===== src/verilog/axf_pkg.sv =====
// Shared definitions for the affine transform unit
// Widths and data types, bus register offsets, status bit positions,
// coefficient and point structs, engine state encoding

`default_nettype none

package axf_pkg;

        // Widths
        localparam int COORD_W   = 16;                  // Q8.8 value
        localparam int PROD_W    = 2 * COORD_W;         // Full signed product
        localparam int DATA_W    = 32;
        localparam int ADDR_W    = 6;
        localparam int FRAC_BITS = 8;
        localparam int CTRL_BITS = 3;
        localparam int MUL_STEPS = 4;                   // ax, by, dx, ey
        localparam int STEP_W    = $clog2(MUL_STEPS);

        typedef logic signed [COORD_W-1:0] coord_t;
        typedef logic signed [PROD_W-1:0]  prod_t;
        typedef logic [DATA_W-1:0]         bus_data_t;
        typedef logic [ADDR_W-1:0]         reg_addr_t;
        typedef logic [1:0]                write_size_t;
        typedef logic [STEP_W-1:0]         step_t;

        // Write size code when the core is not writing
        localparam write_size_t NO_WRITE = 2'b11;

        // Register map
        localparam reg_addr_t ADDR_CONTROL = 6'h00;
        localparam reg_addr_t ADDR_STATUS  = 6'h04;
        localparam reg_addr_t ADDR_A       = 6'h08;
        localparam reg_addr_t ADDR_B       = 6'h0C;
        localparam reg_addr_t ADDR_D       = 6'h10;
        localparam reg_addr_t ADDR_E       = 6'h14;
        localparam reg_addr_t ADDR_TX      = 6'h18;
        localparam reg_addr_t ADDR_TY      = 6'h1C;
        localparam reg_addr_t ADDR_XIN     = 6'h20;
        localparam reg_addr_t ADDR_YIN     = 6'h24;
        localparam reg_addr_t ADDR_XOUT    = 6'h28;
        localparam reg_addr_t ADDR_YOUT    = 6'h2C;

        // Status word layout
        localparam int STAT_DONE_BIT = 0;
        localparam int STAT_BUSY_BIT = 1;

        typedef struct packed {
                coord_t a;
                coord_t b;
                coord_t d;
                coord_t e;
                coord_t tx;
                coord_t ty;
        } affine_coef_t;

        typedef struct packed {
                coord_t x;
                coord_t y;
        } point_t;

        typedef enum logic [1:0] {
                IDLE      = 2'd0,
                MULT      = 2'd1,
                ADD_SHIFT = 2'd2
        } eng_state_t;

endpackage

`default_nettype wire

===== src/verilog/axf_top.sv =====
// Top level of the memory-mapped affine transform unit
// Register file, multiply-accumulate engine and read-back stage
// joined to the bus ports

`default_nettype none

module axf_top
        import axf_pkg::*;
(
        input  wire logic               clk,
        input  wire logic               rst_n,
        input  wire reg_addr_t          address_i,
        input  wire bus_data_t          data_in_i,
        input  wire write_size_t        data_write_n_i,
        output bus_data_t               data_out_o
);

        affine_coef_t           coef;
        point_t                 point_in;
        logic [CTRL_BITS-1:0]   ctrl;
        logic                   start;          // Pulse from a control write

        logic                   busy;
        point_t                 result;
        logic                   result_valid;   // Qualifies result

        axf_regfile regfile_inst (
                .clk            (clk),
                .rst_n          (rst_n),
                .address_i      (address_i),
                .data_in_i      (data_in_i),
                .data_write_n_i (data_write_n_i),
                .coef_o         (coef),
                .point_o        (point_in),
                .ctrl_o         (ctrl),
                .start_o        (start)
        );

        axf_engine engine_inst (
                .clk            (clk),
                .rst_n          (rst_n),
                .start_i        (start),
                .coef_i         (coef),
                .point_i        (point_in),
                .busy_o         (busy),
                .result_o       (result),
                .result_valid_o (result_valid)
        );

        axf_readback readback_inst (
                .clk            (clk),
                .rst_n          (rst_n),
                .address_i      (address_i),
                .ctrl_i         (ctrl),
                .busy_i         (busy),
                .result_i       (result),
                .result_valid_i (result_valid),
                .data_out_o     (data_out_o)
        );

endmodule

`default_nettype wire


===== src/verilog/axf_readback.sv =====
// Read side of the affine transform unit
// Output point and done flag registers, status word,
// and the combinational read multiplexer

`default_nettype none

module axf_readback
        import axf_pkg::*;
(
        input  wire logic               clk,
        input  wire logic               rst_n,
        input  wire reg_addr_t          address_i,
        input  wire logic [CTRL_BITS-1:0] ctrl_i,
        input  wire logic               busy_i,
        input  wire point_t             result_i,
        input  wire logic               result_valid_i,
        output bus_data_t               data_out_o
);

        point_t         result_q;
        logic           done_q;
        bus_data_t      status_word;

        always_ff @(posedge clk or negedge rst_n) begin
                if (!rst_n) begin
                        result_q <= '0;
                        done_q   <= 1'b0;
                end else if (result_valid_i) begin
                        result_q <= result_i;   // Last cycle of the run
                        done_q   <= 1'b1;
                end else if (busy_i) begin
                        done_q   <= 1'b0;
                end
        end

        // Done reads 0 as soon as a new run is under way
        always_comb begin
                status_word                = '0;
                status_word[STAT_DONE_BIT] = done_q && !busy_i;
                status_word[STAT_BUSY_BIT] = busy_i;
        end

        always_comb begin
                case (address_i)
                        ADDR_CONTROL: data_out_o = {{(DATA_W - CTRL_BITS){1'b0}}, ctrl_i};
                        ADDR_STATUS:  data_out_o = status_word;
                        ADDR_XOUT:    data_out_o = {{(DATA_W - COORD_W){result_q.x[COORD_W-1]}},
                                                    result_q.x};
                        ADDR_YOUT:    data_out_o = {{(DATA_W - COORD_W){result_q.y[COORD_W-1]}},
                                                    result_q.y};
                        default:      data_out_o = '0;
                endcase
        end

endmodule

`default_nettype wire


===== src/verilog/axf_engine.sv =====
// Multiply-accumulate engine of the affine transform unit
// One shared signed multiplier forms a*x, b*y, d*x and e*y over four
// MULT cycles, then ADD_SHIFT scales, sums and translates the point

`default_nettype none

module axf_engine
        import axf_pkg::*;
(
        input  wire logic               clk,
        input  wire logic               rst_n,
        input  wire logic               start_i,
        input  wire affine_coef_t       coef_i,
        input  wire point_t             point_i,
        output logic                    busy_o,
        output point_t                  result_o,
        output logic                    result_valid_o
);

        eng_state_t     state_q;
        eng_state_t     state_d;
        step_t          step_q;
        logic           last_step;

        coord_t         op_coef;        // Multiplier operands
        coord_t         op_pt;
        prod_t          mul_res;
        prod_t          prod_q [MUL_STEPS];

        prod_t          sum_x;
        prod_t          sum_y;

        assign last_step = (step_q == step_t'(MUL_STEPS - 1));

        // Next state
        always_comb begin
                state_d = state_q;
                case (state_q)
                        IDLE: begin
                                if (start_i)
                                        state_d = MULT;
                        end
                        MULT: begin
                                if (last_step)
                                        state_d = ADD_SHIFT;
                        end
                        ADD_SHIFT: state_d = IDLE;
                        default:   state_d = IDLE;
                endcase
        end

        always_ff @(posedge clk or negedge rst_n) begin
                if (!rst_n) begin
                        state_q <= IDLE;
                        step_q  <= '0;
                end else begin
                        state_q <= state_d;
                        if (state_q == MULT)
                                step_q <= step_q + step_t'(1);
                        else
                                step_q <= '0;   // Ready for the next run
                end
        end

        // Operand order a*x, b*y, d*x, e*y
        always_comb begin
                case (step_q)
                        step_t'(0): op_coef = coef_i.a;
                        step_t'(1): op_coef = coef_i.b;
                        step_t'(2): op_coef = coef_i.d;
                        default:    op_coef = coef_i.e;
                endcase
                op_pt = step_q[0] ? point_i.y : point_i.x;
        end

        assign mul_res = $signed(op_coef) * $signed(op_pt);

        // One product per MULT cycle, indexed by the step counter
        always_ff @(posedge clk) begin
                if (state_q == MULT)
                        prod_q[step_q] <= mul_res;
        end

        // Each product is scaled on its own before the sum
        assign sum_x = (prod_q[0] >>> FRAC_BITS) + (prod_q[1] >>> FRAC_BITS)
                     + prod_t'($signed(coef_i.tx));
        assign sum_y = (prod_q[2] >>> FRAC_BITS) + (prod_q[3] >>> FRAC_BITS)
                     + prod_t'($signed(coef_i.ty));

        // Wrap to 16 bits
        assign result_o.x = sum_x[COORD_W-1:0];
        assign result_o.y = sum_y[COORD_W-1:0];

        assign result_valid_o = (state_q == ADD_SHIFT);
        assign busy_o         = (state_q != IDLE);

endmodule

`default_nettype wire


===== src/verilog/axf_regfile.sv =====
// Bus write side of the affine transform unit
// Holds the control field, the six coefficients and the input point,
// and raises a one-cycle start when control is written with bit 0 set

`default_nettype none

module axf_regfile
        import axf_pkg::*;
(
        input  wire logic               clk,
        input  wire logic               rst_n,
        input  wire reg_addr_t          address_i,
        input  wire bus_data_t          data_in_i,
        input  wire write_size_t        data_write_n_i,
        output affine_coef_t            coef_o,
        output point_t                  point_o,
        output logic [CTRL_BITS-1:0]    ctrl_o,
        output logic                    start_o
);

        logic           write_en;
        coord_t         wr_val;         // Low half of the bus word
        affine_coef_t   coef_q;
        point_t         point_q;
        logic [CTRL_BITS-1:0] ctrl_q;

        // Any write size counts and only the low bits are kept
        assign write_en = (data_write_n_i != NO_WRITE);
        assign wr_val   = data_in_i[COORD_W-1:0];

        always_ff @(posedge clk or negedge rst_n) begin
                if (!rst_n) begin
                        coef_q  <= '0;
                        point_q <= '0;
                        ctrl_q  <= '0;
                end else if (write_en) begin
                        case (address_i)
                                ADDR_CONTROL: ctrl_q     <= data_in_i[CTRL_BITS-1:0];
                                ADDR_A:       coef_q.a   <= wr_val;
                                ADDR_B:       coef_q.b   <= wr_val;
                                ADDR_D:       coef_q.d   <= wr_val;
                                ADDR_E:       coef_q.e   <= wr_val;
                                ADDR_TX:      coef_q.tx  <= wr_val;
                                ADDR_TY:      coef_q.ty  <= wr_val;
                                ADDR_XIN:     point_q.x  <= wr_val;
                                ADDR_YIN:     point_q.y  <= wr_val;
                                default: ;              // Read-only or unmapped
                        endcase
                end
        end

        // Start is a pulse in the write cycle itself, so the engine
        // leaves IDLE on the same edge that stores the control field
        assign start_o = write_en && (address_i == ADDR_CONTROL) && data_in_i[0];

        assign coef_o  = coef_q;
        assign point_o = point_q;
        assign ctrl_o  = ctrl_q;

endmodule

`default_nettype wire


===== config.mk =====
export PLATFORM = sky130hd
export DESIGN_NAME = axf_top
export DESIGN_NICKNAME = d
export VERILOG_FILES = /design/src/verilog/axf_pkg.sv /design/src/verilog/axf_top.sv /design/src/verilog/axf_readback.sv /design/src/verilog/axf_engine.sv /design/src/verilog/axf_regfile.sv
export SDC_FILE = /design/constraint.sdc
export NUM_CORES = 1
export LEC_CHECK = 0
export ABC_AREA = 1
export BUFFER_PORTS_ARGS = -buffer_cell sky130_fd_sc_hd__buf_2
export CORE_MARGIN = 2
export CORE_UTILIZATION = 40
export CTS_CLUSTER_DIAMETER = 200
export CTS_CLUSTER_SIZE = 20
export DETAILED_ROUTE_END_ITERATION = 10
export HOLD_SLACK_MARGIN = 0.08
export PLACE_DENSITY = 0.65
export SLEW_MARGIN = 20
export SYNTH_ARGS = -nofsm -noshare
export SYNTH_HDL_FRONTEND = slang
export SYNTH_SLANG_ARGS = --single-unit

===== constraint.sdc =====
create_clock -name clk -period 14.44 [get_ports clk]
set_clock_uncertainty 0.05 [all_clocks]
set_input_delay 1.444 -clock clk [delete_from_list [all_inputs] [get_ports clk]]
set_output_delay 1.444 -clock clk [all_outputs]
set_load 0.05 [all_outputs]

==> run metrics, run 1 <==
Avg Inst Size Synth=8.765 um^2; H-Tree Level Count=1; post-synthesis cell type count=between 40 and 50; CTS max path bufs=3; Port Buffers=57; sequential share of power=between 20% and 30%; Die W=approximately 220 um; multi-input logic area=10710 um^2; fin crit share=about three fifths; share of cells above drive strength 1=under 10%; Seq. cell area=6126 um^2; Startpoint Class=flip-flop; Design Area, Final=~20000 um^2; clock share of power=a little over a tenth; hold_buf cts=0; Total GRT Usage=~21%; Final HPWL DP=between 30 and 40 mm; post-synthesis sequential area ratio=roughly 33%; DRC viols=0; Post-Route WL=about 48 mm; most used flip-flop cell after synthesis=dfrtp_1; Switch Pwr=1.874 mW; DRT Pass-1 Iters=5; highest clock rate=0.1188 GHz; Sink Count=232; Starting Density=40.37%; Synth Warn #=0; Final setup viols=0; RSZ-0062 raised after global routing=false; Diodes inserted=0; ANT nets after route=0; Slew Limit Fails=0; routability-driven placement congestion ratio=~0.91; cells after synthesis=roughly 2100; CP Data Arrival Time=between 8 and 9 ns; async set or reset register ratio after synthesis=between 70 and 80%; setup TNS=0 ns; # placed instances=roughly 2700; grt total ovfl=0; Peak VDD IR=approximately 130 uV; worst skew pair latency=about 0.49 ns; sw frac=49.43%; Fillers=4597; Core ar.=approximately 46000 um^2; HP Class=reg2reg; CTS buffer count=15; cts repair resizes=0; die area=just under 50000 um^2; top cells by area, synth=fa_1 23%, dfrtp_1 22%, edfxtp_1 10%; clk slew on worst S/H paths=0.08 ns; worst slew pin tran=1.072 ns; vias in the first global route=around 14000; combinational share of power=roughly 62%; area leader, netlist=fa_1; first-pass GRT wire length=77.85 mm; DRT iter0 DRCs=990; Layout Cells excl Fill=~2800; num ports=74; post-synthesis cell area=~19000 um^2; internal power=between 1.5 and 2 mW; # Max-Cap Violations=0; Post-Syn Nets=2502; vias per inst=5.097; PwrDens=190.0 nW/um^2; setup repair bufs after CTS=0; TritonCTS clock tree=yes; initial antenna violation count=0; Yosys reg bits=232; Setup CP Type=reg2reg; Root Driver=clkbuf_16; LEAKAGE=just under 10 nW; CP Capture Type=flip-flop; slew margin rel.=about 28%; Synth top area share=roughly a quarter; Die Y=220.5 um; vias post-DR=about 14000; Worst EP required=around 15 ns; final hold vios=0; wire per inst=between 15 and 20 um; Post-DP Area=between 15000 and 20000 um^2; nets@finish=2516; status=complete, no violations; largest net degree at the start of global routing=between 100 and 150; min Tclk post-route=~8.4 ns; crit-path max FO=35; Area Overhead vs Synth=6.370%; # rows=79; Post-synth EDFFs=64
## per-stage QoR
stage / util [%] / total power, mW / setup slack (ns) / hold WS, ns
detailed placement: 42.04 / 3.376 / 6.076 / 0.4226
CTS: 42.94 / 3.809 / 6.026 / 0.4426
global placement: 42.04 / 3.330 / 6.128 / 0.4106
floorplan: - / 2.598 / 7.926 / 0.3922
global route: 42.95 / 4.159 / 5.498 / 0.4579
finish: 42.95 / 3.791 / 6.026 / 0.4368
## cell families after synthesis
family	Yosys count	synth area share, %
AO/OA/AOI/OAI	301	9.005
flip-flops	232	32.66
buffers and inverters	487	10.27
adder cells (fa/ha/maj)	320	30.07
AND/OR/NAND/NOR	763	16.27
XOR/XNOR	37	1.728
## cell usage after synthesis (6+ instances only)
library cell	count
nand2_1	472
inv_1	408
fa_1	218
o21ai_0	189
nor2_1	187
dfrtp_1	168
ha_1	102
edfxtp_1	64
a21oi_1	58
nand3_1	49
clkbuf_1	45
xor2_1	24
buf_4	18
nor3_1	16
xnor2_1	13
nand4_1	12
nand2_2	9
a22o_1	8
o21ai_2	8
or2_2	7
buf_2	6
## worst max-delay path, cell delays in order (launching register included)
cell      delay (ns)
dfrtp_1         0.36
buf_4           0.25
inv_1           0.15
ha_1            0.70
nand2_1         0.11
nand2_1         0.10
a221oi_1        0.06
nor2_1          0.85
inv_1           0.38
nor2_1          0.24
fa_1            0.44
inv_1           0.09
fa_1            0.42
inv_1           0.08
fa_1            0.44
fa_1            0.47
fa_1            0.56
inv_1           0.07
fa_1            0.49
inv_1           0.04
ha_1            0.42
inv_1           0.10
nor3_1          0.32
nand2_1         0.10
o221a_2         0.25
nand2_1         0.08
xor2_1          0.51
## routing by layer
layer	global-route usage, %	share of wire (%)
met2	35.16	48
met5	0	0
met1	27.35	43
met3	2.021	5.2
met4	7.867	4.1
## path summary, 6_finish.rpt
kind,startpoint,end,slack [ns],cells past startpoint
setup / recovery,engine_inst.step_q[0],engine_inst.prod_q[0][22],6.03,26
hold / removal,regfile_inst.coef_o[44],regfile_inst.coef_o[44],0.44,2
setup reg to reg,engine_inst.step_q[0],engine_inst.prod_q[0][22],6.03,26
hold reg to reg,regfile_inst.coef_o[44],regfile_inst.coef_o[44],0.44,2
max in group asynchronous,rst_n,regfile_inst.coef_o[22],11.87,2
min in group asynchronous,rst_n,regfile_inst.ctrl_o[0],1.00,1
## area by class of cell
type	count	area share (%)
Inverter	415	7.808
Tap cell	607	3.807
Clock inverter	2	0.08780
Multi-Input combinational cell	1421	53.67
Sequential cell	232	30.70
Timing Repair Buffer	69	1.913
Clock buffer	22	2.013
## state kept, by name (all words and copies together), names as in the netlist
register / flops
engine_inst.step_q: 2
engine_inst.prod_q: 64
engine_inst.state_q: 2
regfile_inst.coef_o: 96
regfile_inst.point_o: 32
readback_inst.done_q: 1
readback_inst.result_q: 32
regfile_inst.ctrl_o: 3
## power groups by stage
stage	registers [mW]	clock network, mW	logic [mW]
after floorplan	1.02	0	1.58
after global placement	1.03	0	2.30
after detailed placement	1.04	0	2.34
after CTS	1.02	0.427	2.36
after global routing	1.04	0.451	2.67
final	1.02	0.416	2.35
## cells in the final DEF (no fill, tap or decap), drive strengths merged, types with 2 or more instances in the layout
cell type	count
nand3	49
nand4	12
clkinv	4
edfxtp	64
nor3	17
dfrtp	168
a22o	8
a21o	5
a21oi	58
xor2	24
nor4	2
nand2	481
xnor2	13
fa	218
or2	8
o211ai	2
buf	69
o21bai	5
o31ai	3
o22ai	7
clkbuf	22
o21ai	199
o21a	3
a221oi	5
inv	413
ha	102
nor2	193
(Power assumes the default switching activity.)
==> run 2, diff against run 1 <==
==> constraint.sdc (replaced) <==
create_clock -name clk -period 8.1 [get_ports clk]
set_clock_uncertainty 0.05 [all_clocks]
set_input_delay 0.81 -clock clk [delete_from_list [all_inputs] [get_ports clk]]
set_output_delay 0.81 -clock clk [all_outputs]
set_load 0.05 [all_outputs]
==> run 2 against run 1 <==
Combinational power grew 79%. Sequential share of layout area shrank 0.27 points. First-iteration DRC count up 6.3%. Core utilization rose by 0.38 points. Via count grew 0.26%. Flip-flop and latch count is the same. Fmax grew 11%. Global-route usage is essentially flat. Critical path depth increased by 2. Clock power increased by 78%. Cell count grew 0.79%. Critical endpoint is now engine_inst.prod_q[0][14]. Largest power group unchanged. Highest routed layer unchanged.
==> run metrics, run 2 (synthesis results as in run 1) <==
Startpoint Class=flip-flop (unchanged); largest net degree at the start of global routing=89 (was 105); CTS max path bufs=3 (unchanged); LEAKAGE=9.931 nW (was 9.818 nW); CP Data Arrival Time=7.70 ns (was 8.57 ns); RSZ-0062 raised after global routing=false (unchanged); Post-Route WL=48.33 mm (was 47.85 mm); Core ar.=46460 um^2 (unchanged); Final setup viols=0 (unchanged); crit-path max FO=14 (was 35); Setup CP Type=reg2reg (unchanged); nets@finish=2539 (was 2516); vias in the first global route=14350 (was 14340); cts repair resizes=0 (unchanged); status=complete, no violations (unchanged); Final HPWL DP=38.05 mm (was 37.21 mm); wire per inst=17.32 um (was 17.29 um); Largest stage delay, worst path=0.60 ns (was 0.85 ns); worst skew pair latency=0.49 ns (about the same); initial antenna violation count=0 (unchanged); PwrDens=336.3 nW/um^2 (was 190.0 nW/um^2); TritonCTS clock tree=yes (unchanged); setup repair bufs after CTS=0 (unchanged); highest clock rate=0.1323 GHz (was 0.1188 GHz); Root Driver=clkbuf_16 (unchanged); Slew Limit Fails=0 (unchanged); met3 wire len=2.506 mm (was 2.485 mm); Post-DP Area=19700 um^2 (was 19530 um^2); Design Area, Final=20130 um^2 (was 19950 um^2); DRT iter0 DRCs=1052 (was 990); Die Y=220.5 um (unchanged); Diodes inserted=0 (unchanged); min Tclk post-route=7.556 ns (was 8.414 ns); Area Overhead vs Synth=7.304% (was 6.370%); reg-to-reg slack, setup=0.54 ns (was 6.03 ns); Starting Density=40.37% (unchanged); Seq. cell area=6126 um^2 (unchanged); HP Class=in2async (was reg2reg); met2 wire length=23.54 mm (was 22.99 mm); power after layout=6.769 mW (was 3.791 mW); setup TNS=0 ns (unchanged); final hold vios=0 (unchanged); reg2reg end=engine_inst.prod_q[0][14] (was engine_inst.prod_q[0][22]); CP max-delay cell=ha_1 (was nor2_1); Fillers=4562 (was 4597); Worst Hold Slack=0.2948 ns (was 0.4368 ns); vias post-DR=14150 (was 14110); Port Buffers=57 (unchanged); commonest non-fill, non-tap cell in the layout=nand2_1 (unchanged); cell mode on critical path=inv_1 (unchanged); Die W=220.5 um (unchanged); first-pass GRT wire length=77.20 mm (was 77.85 mm); Total GRT Usage=20.64% (was 20.65%); Sink Count=232 (unchanged); H-Tree Level Count=1 (unchanged); hold_buf cts=0 (unchanged); share of cells above drive strength 1=6.871% (was 5.831%); RR Startpoint=engine_inst.step_q[0] (unchanged); Layout Cells excl Fill=2790 (was 2768); commonest non-fill, non-tap cells in the layout=470 x nand2_1, 408 x inv_1, 218 x fa_1 (was 471 x nand2_1, 408 x inv_1, 218 x fa_1); top routing layer in use=met4 (unchanged); # Max-Cap Violations=0 (unchanged); die area=48640 um^2 (unchanged); clk slew on worst S/H paths=0.08 ns (about the same); num ports=74 (unchanged); M1 wire length=20.49 mm (was 20.42 mm); multi-input logic area=10710 um^2 (about the same); max reg flops=96 (unchanged); # rows=79 (unchanged); DRT Pass-1 Iters=5 (unchanged); Peak VDD IR=245.9 uV (was 132.6 uV); ANT nets after route=0 (unchanged); DRC viols=0 (unchanged); # placed instances=2767 (was 2744); fin crit share=93.28% (was 58.27%); vias per inst=5.070 (was 5.097); CP Capture Type=flip-flop (unchanged); FF-to-FF path depth=28 (was 26); slew margin rel.=30.79% (was 28.30%); CTS buffer count=15 (unchanged); routability-driven placement congestion ratio=0.9084 (was 0.9089); grt total ovfl=0 (unchanged); Worst EP required=8.25 ns (was 14.59 ns); worst slew pin tran=1.036 ns (was 1.072 ns)
run 2: cell type report:
type	instances	share of cell area [%]
Inverter	415	7.740
Tap cell	607	3.773
Multi-Input combinational cell	1421	53.21
Clock buffer	21	1.977
Timing Repair Buffer	92	2.773
Sequential cell	232	30.44
Clock inverter	2	0.08703
run 2: how the worst max path moves through the flow:
stage                                startpoint                   endpoint  slack [ns]
after floorplan           engine_inst.step_q[0]  engine_inst.prod_q[0][19]        1.59
after global placement    engine_inst.step_q[0]  engine_inst.prod_q[0][22]        0.72
after detailed placement  engine_inst.step_q[0]  engine_inst.prod_q[0][22]        0.60
after CTS                 engine_inst.step_q[0]  engine_inst.prod_q[1][22]        0.56
after global routing      engine_inst.step_q[0]  engine_inst.prod_q[0][14]        0.14
final                     engine_inst.step_q[0]  engine_inst.prod_q[0][14]        0.54
run 2: power breakdown:
part	internal, mW	switching [mW]
clock network	0.348	0.391
registers	1.72	0.107
logic	1.40	2.81
run 2: worst max-delay path, delay by kind of cell (launching register included):
family / cells / cell delay [ns]
compound gates: 1 / 0.04
buf+inv: 10 / 1.26
xor+xnor: 1 / 0.52
fa+ha+maj: 8 / 3.44
simple gates: 8 / 1.49
flops: 1 / 0.42
run 2: per-stage QoR:
step / utilization (%) / setup slack, ns
after floorplan: - / 1.586
after global placement: 42.41 / 0.7238
after detailed placement: 42.41 / 0.5979
after CTS: 43.30 / 0.5606
after global routing: 43.32 / 0.1402
final: 43.32 / 0.5442
run 2: layer usage:
metal,up-vias,track usage (%)
li1,6653,-
met1,7027,27.28
met2,374,35.76
met3,91,1.704
met4,0,7.178
met5,-,0
==> run 3, diff against run 2 <==
--- a/config.mk
+++ b/config.mk
@@ -5,7 +5,6 @@
 export SDC_FILE = /design/constraint.sdc
 export NUM_CORES = 1
 export LEC_CHECK = 0
-export ABC_AREA = 1
 export BUFFER_PORTS_ARGS = -buffer_cell sky130_fd_sc_hd__buf_2
 export CORE_MARGIN = 2
 export CORE_UTILIZATION = 40
==> run 3 against run 2 <==
Routed wire length is 12% lower. Fmax is 0.50% lower. Non-clock buffer count is 6 lower. Worst hold slack better by 0.052 ns. Final area is 2.0% lower. Core utilization is 0.16 points higher. Largest cell class unchanged. Largest power group unchanged.
==> run metrics, run 3 <==
status=complete, no violations (unchanged); Core ar.=45380 um^2 (was 46460 um^2); CTS max path bufs=3 (unchanged); Final HPWL DP=32.75 mm (was 38.05 mm); Worst EP required=8.32 ns (was 8.25 ns); worst slew pin tran=1.092 ns (was 1.036 ns); CP Capture Type=flip-flop (unchanged); Synth top area share=23.78% (was 23.27%); CP max-delay cell=fa_1 (was ha_1); Peak VDD IR=355.6 uV (was 245.9 uV); commonest non-fill, non-tap cells in the layout=272 x inv_1, 218 x fa_1, 168 x nor2_1, 168 x dfrtp_1, 149 x nand2_1 (was 470 x nand2_1, 408 x inv_1, 218 x fa_1); clk slew on worst S/H paths=0.08 ns (about the same); CP Cell Sequence=inv_1 -> ha_1 -> a222oi_1 -> nand2_1 -> o21ai_2 -> nor2_1 -> inv_1 -> fa_1 -> inv_1 -> fa_1 -> fa_1 -> fa_1 -> fa_1 -> inv_1 -> fa_1 -> inv_1 -> ha_1 -> a21o_1 -> or3_1 -> o21ai_4 -> o2111ai_2 -> a21o_1 -> a22oi_2; reg-to-reg slack, setup=0.51 ns (was 0.54 ns); first-pass GRT wire length=70.19 mm (was 77.20 mm); nets@finish=2070 (was 2539); Post-Route WL=42.32 mm (was 48.33 mm); most used flip-flop cell after synthesis=dfrtp_1 (unchanged); vias in the first global route=12720 (was 14350); highest clock rate=0.1317 GHz (was 0.1323 GHz); most frequent cell after synthesis=inv_1 (was nand2_1); Largest stage delay, worst path=0.70 ns (was 0.60 ns); HP Class=in2async (unchanged); Diodes inserted=0 (unchanged); Setup CP Type=reg2reg (unchanged); ANT nets after route=0 (unchanged); Post-synth EDFFs=64 (unchanged); cells after synthesis=1666 (was 2140); Final setup viols=0 (unchanged); die area=47610 um^2 (was 48640 um^2); # rows=78 (was 79); initial antenna violation count=0 (unchanged); Slew Limit Fails=0 (unchanged); final hold vios=0 (unchanged); DRC viols=0 (unchanged); async set or reset register ratio after synthesis=72.41% (unchanged); vias per inst=5.116 (was 5.070); Die W=218.2 um (was 220.5 um); RSZ-0062 raised after global routing=false (unchanged); min Tclk post-route=7.594 ns (was 7.556 ns); crit-path max FO=17 (was 14); cts repair resizes=0 (unchanged); DRT Pass-1 Iters=6 (was 5); Sink Count=232 (unchanged); Total GRT Usage=18.72% (was 20.64%); post-synthesis cell area=18350 um^2 (was 18760 um^2); vias post-DR=11840 (was 14150); max reg flops=96 (unchanged); slew margin rel.=26.74% (was 30.79%); fin crit share=93.75% (was 93.28%); worst skew pair latency=0.50 ns (was 0.49 ns); Port Buffers=57 (unchanged); top cells by area, synth=fa_1 24%, dfrtp_1 23%, edfxtp_1 10% (was fa_1 23%, dfrtp_1 22%, edfxtp_1 10%); area leader, netlist=fa_1 (unchanged); Post-Route Utilization=43.49% (was 43.32%); DRT iter0 DRCs=957 (was 1052); PwrDens=407.4 nW/um^2 (was 336.3 nW/um^2); Post-Syn Nets=2028 (was 2502); # Max-Cap Violations=0 (unchanged); most frequent cells after synthesis=272 x inv_1, 218 x fa_1, 168 x dfrtp_1, 168 x nor2_1, 149 x nand2_1 (was 472 x nand2_1, 408 x inv_1, 218 x fa_1, 189 x o21ai_0, 187 x nor2_1); RR Startpoint=engine_inst.step_q[0] (unchanged); num ports=74 (unchanged); setup repair bufs after CTS=0 (unchanged); Area Overhead vs Synth=7.519% (was 7.304%); largest net degree at the start of global routing=94 (was 89); reg2reg end=engine_inst.prod_q[2][23] (was engine_inst.prod_q[0][14]); Starting Density=40.44% (was 40.37%); hold_buf cts=0 (unchanged); Layout Cells excl Fill=2315 (was 2790); TritonCTS clock tree=yes (unchanged); commonest non-fill, non-tap cell in the layout=inv_1 (was nand2_1); share of cells above drive strength 1=16.09% (was 6.871%); grt total ovfl=0 (unchanged); Synth Warn #=0 (unchanged); CP Data Arrival Time=7.81 ns (was 7.70 ns); FF-to-FF path depth=23 (was 28); post-synthesis sequential area ratio=33.38% (was 32.66%); Die Y=218.2 um (was 220.5 um); Yosys reg bits=232 (unchanged); setup TNS=0 ns (unchanged); LEAKAGE=9.375 nW (was 9.931 nW); wire per inst=18.28 um (was 17.32 um); Root Driver=clkbuf_16 (unchanged); CTS buffer count=15 (unchanged); H-Tree Level Count=1 (unchanged); Startpoint Class=flip-flop (unchanged); # placed instances=2291 (was 2767); routability-driven placement congestion ratio=0.9077 (was 0.9084); cell mode on critical path=fa_1 (was inv_1); post-synthesis cell type count=65 (was 47); Avg Inst Size Synth=11.02 um^2 (was 8.765 um^2)
[run 3: worst max-delay path, delay by kind of cell, from the launching register on]
kind | cells | cell delay (ns)
compound gates | 7 | 1.47
buf+inv | 5 | 0.45
simple gates | 3 | 0.79
flops | 1 | 0.43
fa+ha+maj | 8 | 4.18
[run 3: worst max-delay path by stage]
stage / start / end / slack [ns] / depth (start not counted)
4_1_cts: engine_inst.step_q[0] / engine_inst.prod_q[1][23] / 0.36 / 21
6_report: engine_inst.step_q[0] / engine_inst.prod_q[2][23] / 0.51 / 23
2_1_floorplan: engine_inst.step_q[0] / engine_inst.prod_q[0][23] / 0.65 / 30
5_1_grt: engine_inst.step_q[0] / engine_inst.prod_q[2][23] / 0.05 / 23
3_5_place_dp: engine_inst.step_q[0] / engine_inst.prod_q[3][23] / 0.43 / 21
3_3_place_gp: engine_inst.step_q[0] / engine_inst.prod_q[0][23] / 0.53 / 22
[run 3: per-stage QoR]
stage | instance area (um^2) | hold WS [ns] | power (mW) | setup WS (ns)
6_report | 19730 | 0.3466 | 8.040 | 0.5059
5_1_grt | 19730 | 0.3972 | 8.838 | 0.04911
4_1_cts | 19730 | 0.3851 | 8.076 | 0.3593
3_5_place_dp | 19310 | 0.4189 | 7.304 | 0.4259
3_3_place_gp | 19310 | 0.4085 | 7.169 | 0.5330
2_1_floorplan | 18350 | 0.3941 | 5.671 | 0.6501
[run 3: kinds of logic (layout without fill, tap and decap cells)]
family	after synthesis	in the layout	share of synthesized area, %
AOI/OAI and AO/OA	152	152	6.176
xor gates and xnor gates	57	57	2.795
adders and majority gates	320	320	30.73
buffers and inverters	334	383	7.287
DFF	232	232	33.38
muxes	170	170	10.30
and+or+nand+nor	401	401	9.333
[run 3: cell type report]
cell class | instances | area [um^2]
fill | 4197 | 25650
multi-input combinational | 1100 | 10900
sequential | 232 | 6126
inverter | 273 | 1025
tap | 600 | 750.7
timing repair buffer | 86 | 513.0
clock buffer | 22 | 401.6
clock inverter | 2 | 17.52
[run 3: power by group]
part | internal (mW) | total [mW] | switching (mW)
clock | 0.350 | 0.737 | 0.387
combinational | 2.05 | 5.28 | 3.23
sequential | 1.91 | 2.02 | 0.110
total | 4.31 | 8.04 | 3.73
[run 3: per-layer routing]
metal  global-route usage (%)  share of wire (%)  vias to the layer above
li1                         -                  -                     5426
met1                    25.37                 44                     6071
met2                    32.03                 49                      283
met3                    1.837                4.5                       64
met4                    5.193                2.6                        0
met5                        0                  0                        -
